<file path="src/hw/pwm_config.svh">
`ifndef PWM_CONFIG_SVH
`define PWM_CONFIG_SVH

// Number of independent PWM chains built by the top level
`define PWM_N_CHAINS 2

// Compare-window channels inside each chain
// Every channel gives a true output and its complement
`define PWM_CHANNELS 3

// Width of the period counter and of the compare values
// The compare pair register packs two of these into one 32-bit word
`define PWM_CNT_W 16

// APB address width
// Bits 11:8 select the register page and bits 7:0 the register inside it
`define PWM_ADDR_W 12

`endif

</file>
<file path="src/hw/pwm_pkg.sv">
`include "pwm_config.svh"

package pwm_pkg;

    // Clock divider setting of the timebase, fixed by the global register layout
    typedef logic [7:0] prescale_t;

    // Period counter and compare value
    typedef logic [`PWM_CNT_W-1:0] count_t;

    // One enable bit per chain
    typedef logic [`PWM_N_CHAINS-1:0] chain_mask_t;

    // Raw outputs of one chain with true on even bits and complement on odd bits
    typedef logic [2*`PWM_CHANNELS-1:0] chain_raw_t;

    // All outputs of the generator, chain 0 in the lowest bits
    typedef logic [`PWM_N_CHAINS*2*`PWM_CHANNELS-1:0] pwm_bus_t;

    // Global control word at offset 0x000
    typedef struct packed {
        logic [31-16-`PWM_N_CHAINS:0] reserved_hi;
        chain_mask_t                  chain_enable;
        prescale_t                    prescale;
        logic [5:0]                   reserved_lo;
        logic                         fault_clear;
        logic                         timebase_enable;
    } global_ctrl_t;

    // Chain control word with the counter period in the low bits
    typedef struct packed {
        logic [31-`PWM_CNT_W:0] reserved;
        count_t                 period;
    } chain_ctrl_t;

    // Compare window of one channel, high edge in the upper half
    typedef struct packed {
        count_t compare_high;
        count_t compare_low;
    } compare_pair_t;

    // A chain register write is read either as control or as a compare pair
    typedef union packed {
        chain_ctrl_t   ctrl;
        compare_pair_t cmp;
    } chain_reg_word_t;

    // Register map
    // Chain registers are listed at their chain 0 address and repeat every 0x100
    typedef enum logic [`PWM_ADDR_W-1:0] {
        REG_GLOBAL_CTRL = 'h000,
        REG_STATUS      = 'h004,
        REG_CHAIN_CTRL  = 'h100,
        REG_CHAIN_CMP0  = 'h104,
        REG_CHAIN_CMP1  = 'h108,
        REG_CHAIN_CMP2  = 'h10C
    } reg_offset_e;

endpackage

</file>
<file path="src/hw/pwm_chain_cfg_if.sv">
`include "pwm_config.svh"

// Static configuration of one PWM chain
// The register file owns every signal and the chain only samples them
interface pwm_chain_cfg_if;

    // Last counter value before the wrap to zero
    logic [`PWM_CNT_W-1:0] period;

    // Chain run enable, the counter is held at zero while low
    logic                  enable;

    // Window start per channel, included in the high phase
    logic [`PWM_CNT_W-1:0] compare_low [`PWM_CHANNELS];

    // Window end per channel, excluded from the high phase
    logic [`PWM_CNT_W-1:0] compare_high [`PWM_CHANNELS];

    modport regs (
        output period,
        output enable,
        output compare_low,
        output compare_high
    );

    modport chain (
        input period,
        input enable,
        input compare_low,
        input compare_high
    );

endinterface

</file>
<file path="src/hw/pwm_chain.sv">
`include "pwm_config.svh"

module pwm_chain import pwm_pkg::*; (
    input  logic           clock,
    input  logic           rst_n,
    input  logic           tick,
    pwm_chain_cfg_if.chain cfg,
    output chain_raw_t     pwm_raw
);

    count_t                  cnt_q;
    logic [`PWM_CHANNELS-1:0] in_window;
    chain_raw_t              raw_next;

    // Period counter runs 0 to period inclusive, so one output period is period+1 ticks
    always_ff @(posedge clock) begin
        if (!rst_n) begin
            cnt_q <= '0;
        end else if (!cfg.enable) begin
            cnt_q <= '0;
        end else if (tick) begin
            if (cnt_q >= cfg.period) begin
                cnt_q <= '0;
            end else begin
                cnt_q <= cnt_q + 1'b1;
            end
        end
    end

    // Window is half open, high from compare_low up to but not including compare_high
    // An empty or inverted window never goes high
    always_comb begin
        for (int c = 0; c < `PWM_CHANNELS; c++) begin
            in_window[c] = (cnt_q >= cfg.compare_low[c]) && (cnt_q < cfg.compare_high[c]);
            raw_next[2*c] = in_window[c];
            raw_next[2*c+1] = ~in_window[c];
        end
    end

    // Outputs follow the counter one cycle later
    always_ff @(posedge clock) begin
        if (!rst_n) begin
            pwm_raw <= '0;
        end else begin
            pwm_raw <= raw_next;
        end
    end

endmodule

</file>
<file path="src/hw/pwm_generator.sv">
`include "pwm_config.svh"

module pwm_generator import pwm_pkg::*; (
    input  logic                   clock,
    input  logic                   rst_n,
    input  logic [`PWM_ADDR_W-1:0] paddr,
    input  logic                   psel,
    input  logic                   penable,
    input  logic                   pwrite,
    input  logic [31:0]            pwdata,
    output logic [31:0]            prdata,
    output logic                   pready,
    output logic                   pslverr,
    input  logic                   fault,
    output pwm_bus_t               pwm_out
);

    logic        timebase_enable;
    prescale_t   prescale;
    chain_mask_t chain_enable;
    logic        fault_clear;
    logic        fault_latched;
    logic        tick;
    chain_raw_t  pwm_raw [`PWM_N_CHAINS];

    // One configuration bundle per chain, all written by the register file
    pwm_chain_cfg_if chain_cfg [`PWM_N_CHAINS] ();

    pwm_regfile regfile_i (
        .clock           (clock),
        .rst_n           (rst_n),
        .paddr           (paddr),
        .psel            (psel),
        .penable         (penable),
        .pwrite          (pwrite),
        .pwdata          (pwdata),
        .prdata          (prdata),
        .pready          (pready),
        .pslverr         (pslverr),
        .fault_latched   (fault_latched),
        .timebase_enable (timebase_enable),
        .prescale        (prescale),
        .chain_enable    (chain_enable),
        .fault_clear     (fault_clear),
        .cfg             (chain_cfg)
    );

    // Shared tick keeps all chains in phase
    pwm_timebase timebase_i (
        .clock    (clock),
        .rst_n    (rst_n),
        .enable   (timebase_enable),
        .prescale (prescale),
        .tick     (tick)
    );

    for (genvar g = 0; g < `PWM_N_CHAINS; g++) begin : g_chain
        pwm_chain chain_i (
            .clock   (clock),
            .rst_n   (rst_n),
            .tick    (tick),
            .cfg     (chain_cfg[g]),
            .pwm_raw (pwm_raw[g])
        );
    end

    pwm_output_stage output_stage_i (
        .clock         (clock),
        .rst_n         (rst_n),
        .pwm_raw       (pwm_raw),
        .chain_enable  (chain_enable),
        .fault         (fault),
        .fault_clear   (fault_clear),
        .pwm_out       (pwm_out),
        .fault_latched (fault_latched)
    );

endmodule

</file>
<file path="src/hw/pwm_output_stage.sv">
`include "pwm_config.svh"

module pwm_output_stage import pwm_pkg::*; (
    input  logic        clock,
    input  logic        rst_n,
    input  chain_raw_t  pwm_raw [`PWM_N_CHAINS],
    input  chain_mask_t chain_enable,
    input  logic        fault,
    input  logic        fault_clear,
    output pwm_bus_t    pwm_out,
    output logic        fault_latched
);

    localparam int RAW_W = 2 * `PWM_CHANNELS;

    pwm_bus_t gated;
    logic     trip;

    // The live fault input trips together with the latch
    // so outputs drop at the same edge that sets it
    assign trip = fault | fault_latched;

    always_comb begin
        gated = '0;
        if (!trip) begin
            for (int g = 0; g < `PWM_N_CHAINS; g++) begin
                if (chain_enable[g]) begin
                    gated[g*RAW_W +: RAW_W] = pwm_raw[g];
                end
            end
        end
    end

    // Fault latch, a clear request loses against an active fault
    always_ff @(posedge clock) begin
        if (!rst_n) begin
            fault_latched <= 1'b0;
        end else if (fault) begin
            fault_latched <= 1'b1;
        end else if (fault_clear) begin
            fault_latched <= 1'b0;
        end
    end

    // Final register toward the pins
    always_ff @(posedge clock) begin
        if (!rst_n) begin
            pwm_out <= '0;
        end else begin
            pwm_out <= gated;
        end
    end

endmodule

</file>
<file path="src/hw/pwm_regfile.sv">
`include "pwm_config.svh"

module pwm_regfile import pwm_pkg::*; (
    input  logic                   clock,
    input  logic                   rst_n,
    input  logic [`PWM_ADDR_W-1:0] paddr,
    input  logic                   psel,
    input  logic                   penable,
    input  logic                   pwrite,
    input  logic [31:0]            pwdata,
    output logic [31:0]            prdata,
    output logic                   pready,
    output logic                   pslverr,
    input  logic                   fault_latched,
    output logic                   timebase_enable,
    output prescale_t              prescale,
    output chain_mask_t            chain_enable,
    output logic                   fault_clear,
    pwm_chain_cfg_if.regs          cfg [`PWM_N_CHAINS]
);

    localparam int CH_W = (`PWM_N_CHAINS > 1) ? $clog2(`PWM_N_CHAINS) : 1;
    localparam int PAGE_W = `PWM_ADDR_W - 8;

    logic [PAGE_W-1:0]      page;
    logic                   page_ok;
    logic [CH_W-1:0]        chain_sel;
    logic [1:0]             chan_sel;
    logic [`PWM_ADDR_W-1:0] norm_addr;
    reg_offset_e            reg_sel;
    logic                   addr_ok;
    logic                   access;
    logic                   wr_en;
    logic [31:0]            rd_data;
    chain_reg_word_t        wr_word;
    chain_reg_word_t        rd_word;
    global_ctrl_t           wr_global;
    global_ctrl_t           global_next;
    global_ctrl_t           global_q;

    count_t period_q [`PWM_N_CHAINS];
    count_t cmp_low_q [`PWM_N_CHAINS][`PWM_CHANNELS];
    count_t cmp_high_q [`PWM_N_CHAINS][`PWM_CHANNELS];

    // No wait states, every transfer ends in its access cycle
    assign pready = 1'b1;
    assign access = psel & penable;
    assign wr_en = access & pwrite & addr_ok;
    assign pslverr = access & ~addr_ok;
    assign prdata = rd_data;

    always_comb begin
        page = paddr[`PWM_ADDR_W-1:8];
        page_ok = (page >= PAGE_W'(1)) && (page <= PAGE_W'(`PWM_N_CHAINS));
        // Page 1 is chain 0, so the low bits minus one give the chain index
        chain_sel = page[CH_W-1:0] - CH_W'(1);
        // Compare pairs start at offset 0x04 for channel 0
        chan_sel = paddr[3:2] - 2'd1;
        // Every chain page folds onto the chain 0 page before the lookup
        if (page == '0) begin
            norm_addr = paddr;
        end else begin
            norm_addr = {PAGE_W'(1), paddr[7:0]};
        end
        reg_sel = reg_offset_e'(norm_addr);

        addr_ok = 1'b0;
        rd_word = '0;
        rd_data = '0;
        case (reg_sel)
            REG_GLOBAL_CTRL: begin
                addr_ok = 1'b1;
                rd_data = global_q;
            end
            REG_STATUS: begin
                addr_ok = 1'b1;
                rd_data = {31'b0, fault_latched};
            end
            REG_CHAIN_CTRL: begin
                addr_ok = page_ok;
                rd_word.ctrl.period = period_q[chain_sel];
                rd_data = rd_word;
            end
            REG_CHAIN_CMP0, REG_CHAIN_CMP1, REG_CHAIN_CMP2: begin
                addr_ok = page_ok;
                rd_word.cmp.compare_low = cmp_low_q[chain_sel][chan_sel];
                rd_word.cmp.compare_high = cmp_high_q[chain_sel][chan_sel];
                rd_data = rd_word;
            end
            default: ;
        endcase
    end

    // Views of the write data, the union picks control or compare fields
    always_comb begin
        wr_word = pwdata;
        wr_global = global_ctrl_t'(pwdata);
        // Only the defined global fields are stored, fault_clear is a strobe
        global_next = '0;
        global_next.timebase_enable = wr_global.timebase_enable;
        global_next.prescale = wr_global.prescale;
        global_next.chain_enable = wr_global.chain_enable;
    end

    always_ff @(posedge clock) begin
        if (!rst_n) begin
            global_q <= '0;
            fault_clear <= 1'b0;
            for (int i = 0; i < `PWM_N_CHAINS; i++) begin
                period_q[i] <= '0;
                for (int j = 0; j < `PWM_CHANNELS; j++) begin
                    cmp_low_q[i][j] <= '0;
                    cmp_high_q[i][j] <= '0;
                end
            end
        end else begin
            // Single-cycle pulse, the output stage decides if the latch may clear
            fault_clear <= wr_en && (reg_sel == REG_GLOBAL_CTRL) && wr_global.fault_clear;
            if (wr_en) begin
                case (reg_sel)
                    REG_GLOBAL_CTRL: global_q <= global_next;
                    REG_CHAIN_CTRL: period_q[chain_sel] <= wr_word.ctrl.period;
                    REG_CHAIN_CMP0, REG_CHAIN_CMP1, REG_CHAIN_CMP2: begin
                        cmp_low_q[chain_sel][chan_sel] <= wr_word.cmp.compare_low;
                        cmp_high_q[chain_sel][chan_sel] <= wr_word.cmp.compare_high;
                    end
                    // Status is read-only and writes to it are ignored
                    default: ;
                endcase
            end
        end
    end

    assign timebase_enable = global_q.timebase_enable;
    assign prescale = global_q.prescale;
    assign chain_enable = global_q.chain_enable;

    // Fan the stored settings out to the per-chain interfaces
    for (genvar g = 0; g < `PWM_N_CHAINS; g++) begin : g_cfg
        assign cfg[g].period = period_q[g];
        assign cfg[g].enable = global_q.chain_enable[g];
        for (genvar c = 0; c < `PWM_CHANNELS; c++) begin : g_chan
            assign cfg[g].compare_low[c] = cmp_low_q[g][c];
            assign cfg[g].compare_high[c] = cmp_high_q[g][c];
        end
    end

endmodule

</file>
<file path="src/hw/pwm_timebase.sv">
`include "pwm_config.svh"

module pwm_timebase import pwm_pkg::*; (
    input  logic      clock,
    input  logic      rst_n,
    input  logic      enable,
    input  prescale_t prescale,
    output logic      tick
);

    // Cycles since the last tick
    prescale_t div_q;
    logic      wrap;

    // The compare is open ended so a prescale lowered mid count still wraps at once
    assign wrap = (div_q >= prescale);

    always_ff @(posedge clock) begin
        if (!rst_n) begin
            div_q <= '0;
            tick <= 1'b0;
        end else if (!enable) begin
            // A stopped timebase restarts from a clean phase
            div_q <= '0;
            tick <= 1'b0;
        end else if (wrap) begin
            div_q <= '0;
            tick <= 1'b1;
        end else begin
            div_q <= div_q + 1'b1;
            tick <= 1'b0;
        end
    end

    // With prescale at zero tick stays high and every cycle counts
    // Otherwise tick is high for one cycle out of prescale+1

endmodule

</file>
<file path="config.mk">
export PLATFORM = sky130hd
export DESIGN_NAME = pwm_generator
export DESIGN_NICKNAME = d
export VERILOG_FILES = /design/src/hw/pwm_pkg.sv /design/src/hw/pwm_chain_cfg_if.sv /design/src/hw/pwm_chain.sv /design/src/hw/pwm_generator.sv /design/src/hw/pwm_output_stage.sv /design/src/hw/pwm_regfile.sv /design/src/hw/pwm_timebase.sv
export VERILOG_INCLUDE_DIRS = /design/src /design/src/hw
export SDC_FILE = /design/constraint.sdc
export NUM_CORES = 1
export LEC_CHECK = 0
export BUFFER_PORTS_ARGS = -buffer_cell sky130_fd_sc_hd__clkbuf_2
export CAP_MARGIN = 20
export CORE_ASPECT_RATIO = 2
export CORE_UTILIZATION = 38
export DETAILED_ROUTE_END_ITERATION = 12
export SLEW_MARGIN = 20
export SYNTH_ARGS = -nofsm -noshare
export SYNTH_HDL_FRONTEND = slang
export SYNTH_SLANG_ARGS = --single-unit
</file>
<file path="constraint.sdc">
create_clock -name clock -period 4.8 [get_ports clock]
set_input_delay 0.48 -clock clock [delete_from_list [all_inputs] [get_ports clock]]
set_output_delay 0.48 -clock clock [all_outputs]
set_load 0.03 [all_outputs]
</file>
# Yosys cells after proc, flatten, opt, wreduce, memory -nomap -nowiden

Memory sizes are Yosys's and may differ from the RTL's.
Index checks and enable logic that the tools add are counted.

Bits in registers: 78
Latch bits: 0
Output and inout port bits: 46
Logic and storage cells: 122
Memory bits (writable): 224
Memories: 3
Bits in read-only memories: 0
Input port bits: 50

Memories:

| name                 | words | bits a word | rd ports | clocked after memory_dff | write ports | line              | source |
|---|---|---|---|---|---|---|---|
| regfile_i.cmp_high_q | 2     | 48          | 3        | 0                        | 2           | pwm_regfile.sv:43 | `` count_t cmp_high_q [`PWM_N_CHAINS][`PWM_CHANNELS]; `` |
| regfile_i.cmp_low_q  | 2     | 48          | 3        | 0                        | 2           | pwm_regfile.sv:42 | `` count_t cmp_low_q [`PWM_N_CHAINS][`PWM_CHANNELS]; `` |
| regfile_i.period_q   | 2     | 16          | 3        | 0                        | 2           | pwm_regfile.sv:41 | `` count_t period_q [`PWM_N_CHAINS]; `` |

Order comparisons: 19
Shift operators: 0
Eq/ne operators: 5
Div/mod/pow operators: 0
Multiply operators: 0
Muxes and demuxes: 34
Reduce and logical (&&, ||, !) cells: 26
Bitwise logic cells: 17
Add/sub/neg operators: 5

Operators by type and width:

| operator                                                       | count |
|---|---|
| 2-to-1 mux 48 bit                                              | 5 |
| >= comparator 16 bit                                           | 8 |
| 2-to-1 mux 16 bit                                              | 8 |
| case mux 32 bit (4 select lines)                               | 1 |
| < comparator 16 bit                                            | 6 |
| OR reduction 48 bit                                            | 2 |
| binary-select mux 16 bit (select 2 bit)                        | 2 |
| == test 12 x 9 -> 1 bit, second input constant                 | 4 |
| adder 16 x 1 -> 16 bit, second input constant                  | 2 |
| demux 16 bit (select 2 bit)                                    | 1 |
| OR reduction 16 bit                                            | 1 |
| 2-to-1 mux 1 bit                                               | 15 |
| == test 12 x 3 -> 1 bit, second input constant                 | 1 |
| logical NOT 12 bit                                             | 1 |
| 2-to-1 mux 12 bit                                              | 1 |
| OR reduction 3 bit                                             | 4 |
| NOT 1 bit                                                      | 11 |
| logical AND 1 bit                                              | 10 |
| adder 8 x 1 -> 8 bit, second input constant                    | 1 |
| >= comparator 8 bit                                            | 1 |
| AND reduction 2 bit                                            | 4 |
| AND 1 bit                                                      | 4 |
| >= comparator 4 x 1 -> 1 bit, second input constant            | 1 |
| less-or-equal comparator 4 x 2 -> 1 bit, second input constant | 1 |
| 11 further kinds                                               | 11 |

# Depth between registers and ports, before layout

Depth after elaboration: 11
Depth in mapped cells: 11
Mapped depth without buffers: 7

# By module

A second synthesis with hierarchy kept.

Cells, all modules: 1807
Area, all modules: 18714.2 sq um

By module, submodules not included:

| module           | cells an instance | seq. area each (sq um) | area each (sq um) | times used |
|---|---|---|---|---|
| pwm_regfile      | 788               | 6966.7                 | 10672.7           | 1 |
| pwm_chain        | 465               | 440.4                  | 3547.2            | 2 |
| pwm_timebase     | 60                | 180.2                  | 573.0             | 1 |
| pwm_output_stage | 29                | 260.2                  | 374.1             | 1 |

# Least setup slack after synthesis

Ideal clock, no wire load.

Kind: in2reg
Start: input port paddr[2]
End: memory regfile_i.cmp_high_q[0][0] (netlist name), enable pin
Arrival time: 3366 ps
Cell stages on the path: 10
Setup time: 483 ps
Buffers on the path: 3
Data required time: 4317 ps
Slack: 952 ps
Cell sequence: clkbuf_1 > clkbuf_1 > inv_1 > ha_1 > nor3_1 > nand4b_4 > nor4_1 > buf_2 > and3_4 > nand2b_1

RTL lines:

| what            | line               | source |
|---|---|---|
| start, declared | pwm_generator.sv:6 | `` input logic [`PWM_ADDR_W-1:0] paddr, `` |
| end, declared   | pwm_regfile.sv:43  |  |

# Final worst setup path

Start: input port paddr[2]
End: output port prdata[25]

Cells in the longest elaborated chain, start to end: 6
Elaborated cells on any way between the ends: 14
Classes of those cells: 1 x add/sub; 5 x eq/ne; 5 x mux; 1 x bitwise; 2 x reduce/logical

RTL lines:

| what                                                 | line                | source |
|---|---|---|
| subtractor 2 x 1 -> 2 bit                            | pwm_regfile.sv:58   | `chan_sel = paddr[3:2] - 2'd1;` |
| NOT 2 -> 3 bit (implied by the code)                 | pwm_regfile.sv:87   | `rd_word.cmp.compare_high = cmp_high_q[chain_sel][chan_sel];` |
| binary-select mux 16 bit (select 2 bit)              | pwm_regfile.sv:87   |  |
| 2-to-1 mux 16 bit (implied by the code) (2 in a row) | pwm_regfile.sv:87   |  |
| case mux 32 bit (4 select lines) *                   | pwm_regfile.sv:70   | `case (reg_sel)` |
| end, declared                                        | pwm_generator.sv:11 | `output logic [31:0] prdata,` |

Mark *: on every way between the ends. The rest lies on a longest branch, timed or not. The select of a mux whose other input is x is not followed.

==> results.md <==
- Synth Register Bits: 302
- Clock buffer depth: 3
- Die span in x: 158.8 um
- Cell area power density: 274.7 nW/um2
- Net Sw Power: 1.480 mW
- Initial Utilization: 0.3853
- Critical path buffers and inverters: 4
- Post-CTS resize count: 0
- Die Y: 315.6 um
- RSZ-0062 raised after global routing: no
- Critical path's largest stage delay: 0.64 ns
- Most frequent cells in the layout: inv_1 (233), ha_1 (232), edfxtp_1 (224)
- Total of max-cap violations: 0
- Avg Cell Area, Syn: 10.53 um2
- Via count: 14090
- Total CTS buffers: 29
- Clock Sinks: 302
- Period minus WS final: 3.618 ns
- Distinct cells, synth: 61
- Layout filler cell count: 4675
- Main synth FF type: edfxtp_1
- Crit-path leading delay family: buffers and inverters
- Layout Skew: 0.01631 ns
- Max frequency: 276.4 MHz
- Slew margin rel.: 0.2030
- EDFF count, synth: 224
- PortBufs: 94
- Vias per std cell: 5.556
- Die area: 50110 um2
- Initial antenna violation count: 0
- CTS tree: yes
- P_int: 4.258 mW
- Reg2reg path depth: 6
- Grt total ovfl: 0
- Place WS: 0.9440 ns
- Non-filler cells, final: 2536
- Hold Path Depth: 2
- Leakage: 9.311 nW
- ANT cells: 0
- Crit Path Max Fanout: 22
- Cell count along the critical path: 8
- Top Ports: 96
- Total core area: 48500 um2
- Nets@finish: 2159
- Final HPWL DP: 50280 um
- Slew Viols, Final: 0
- Maximum vdd drop: 190.3 uV
- Synth top area share: 0.3600
- Final Setup Violations: 0
- First-pass GRT wire length: 95370 um
- Post-CTS Setup Inserts: 0
- Total nets after synthesis: 2057
- WP data arrival: 3.14 ns
- Most common cell after layout, fill and taps aside: inv_1
- DR DRC count: 0
- Post-DRT Antenna Nets: 0
- Worst setup EP type: output port
- Ys Warns: 0
- Total Wirelength: 66050 um
- Status: complete, no violations
- Final Cycle Share: 0.7538
- Worst-path clk slew: 0.07 ns
- Largest net degree at the start of global routing: 54
- Root buf cell: clkbuf_16
- Drt pass-1 iters: 5
- H-Tree Depth: 1
- Row count: 114
- Power share of the combinational group: 0.092
- Fin util: 0.4307
- Mapped Area: 18680 um2
- Worst Hold Class: input pin to flop
- Startpoint types: input pin
- Worst setup margin: 1.182 ns
- CP max stage cell: ha_2
- Sw Share: 0.2579
- Cells after synthesis: 1774
- CTS Hold Bufs: 0
- Post-synth ARST share: 0
- CP required: 4.32 ns
- Sum of negative setup slack: 0 ns
- Clock network fraction of total power: 0.390
- Critical path, cell by cell: clkbuf_2 -> inv_1 -> ha_2 -> buf_4 -> mux4_2 -> a22oi_1 -> nor2_1 -> clkbuf_2
- Cell mode on critical path: clkbuf_2
- Crit Path Class: input pin to output port
- Seq/Total Area, Yosys: 0.4436
- Routed WL per cell: 26.05 um
- Vias in the first global route: 14680
- Share of layout cells above drive strength 1: 0.1296
- Overall global routing resource usage: 0.2666
- Synthesis-to-layout area growth: 11.79%
- DP Cell Count: 2483
- Initial DRC count: 814
- Worst-Skew Late Latency: 0.58 ns
- Measured slew at the worst slew-check pin: 1.196 ns
- Final hold vios: 0
- Sequential share of power: 0.518
- Synth area leaders: edfxtp_1 (36%), ha_1 (16%), dfxtp_1 (8.4%), and2_1 (6.8%), inv_1 (4.7%)
- Placer Congestion: 0.9641
- Cell taking the most area after synthesis: edfxtp_1
==> flip-flops by register name (all words and copies together), names as in the netlist <==
name                          cells
regfile_i.timebase_enable         1
output_stage_i.fault_latched      1
regfile_i.fault_clear             1
regfile_i.prescale                8
regfile_i.chain_enable            2
regfile_i.cmp_high_q             96
timebase_i.div_q                  8
g_chain.chain_i.cnt_q            32
regfile_i.cmp_low_q              96
timebase_i.tick                   1
g_chain.chain_i.pwm_raw          12
regfile_i.period_q               32
output_stage_i.pwm_out           12
==> layout make-up <==
type,instances,area [um2],area share
clock buffer,34,744.5,0.03564
timing repair buffer,131,775.7,0.03714
tap,638,798.3,0.03822
multi-input combinational,1179,9255,0.4431
sequential,302,8288,0.3968
clock inverter,19,150.1,0.007189
inverter,233,874.6,0.04187
==> through the flow <==
step	instance area (um2)	power (mW)	hold WS (ns)
after floorplan	18680	3.296	0.4057
after global placement	19980	3.540	0.4094
after detailed placement	19980	3.551	0.4097
after CTS	20880	5.753	0.1814
after global routing	20890	5.889	0.1985
final	20890	5.738	0.2022
==> cells by family (layout without fill, tap and decap cells) <==
| logic type | Yosys count | in the layout | synth area share |
|---|---|---|---|
| and+or+nand+nor | 542 | 542 | 0.1605 |
| buffers and inverters | 293 | 417 | 0.06335 |
| DFF | 302 | 302 | 0.4436 |
| adders and majority gates | 233 | 233 | 0.1560 |
| muxes | 68 | 68 | 0.05471 |
| xor gates and xnor gates | 34 | 34 | 0.01594 |
| AOI/OAI and AO/OA | 301 | 301 | 0.1057 |
| other | 1 | 1 | 0.0002007 |
==> final timing paths <==
| kind | from | to | slack [ns] |
|---|---|---|---|
| worst min-delay path | fault | output_stage_i.fault_latched$_SDFFE_PN0P_ | 0.20 |
| worst min register to register | g_chain[1].chain_i.pwm_raw[1]$_SDFF_PN0_ | output_stage_i.pwm_out[7]$_SDFF_PP0_ | 0.42 |
| worst max-delay path | paddr[2] | prdata[25] | 1.18 |
| worst max register to register | g_chain[0].chain_i.cnt_q[2]$_SDFFE_PN0P_ | g_chain[0].chain_i.pwm_raw[0]$_SDFF_PN0_ | 1.55 |
==> cells in the mapped netlist, drive strengths merged (23+ instances only) <==
library cell and instances:
a211oi 31, ha 233, xor2 26, edfxtp 224
nand2 78, a21o 37, inv 233, nor2 80
and2 204, nand4 45, a22oi 25, a21oi 61
mux2 23, clkbuf 39, nand3 25, o21ai 69
dfxtp 78, nor3 33, mux4 25
==> per-layer routing <==
layer | GRT usage | wire length (um) | up-vias
li1 | - | - | 6535
met1 | 0.2577 | 22250 | 6778
met4 | 0.2621 | 7337 | 0
met5 | 0 | 0 | -
met3 | 0.03253 | 2772 | 248
met2 | 0.4852 | 33690 | 528
==> worst register-to-register path, stage by stage (launching register included) <==
cell      delay (ns)
dfxtp_1         0.74
ha_1            0.37
a21oi_1         0.14
o21ai_0         0.12
a221oi_1        0.99
o211ai_1        0.48
and3_1          0.31
==> power groups by stage <==
stage / registers, mW / clock network [mW] / logic, mW
2_1_floorplan: 2.98 / 0 / 0.312
3_3_place_gp: 3.03 / 0 / 0.513
3_5_place_dp: 3.03 / 0 / 0.524
4_1_cts: 2.97 / 2.26 / 0.527
5_1_grt: 2.98 / 2.34 / 0.574
6_report: 2.97 / 2.24 / 0.529
No activity file was read; power rests on OpenSTA's default activity.
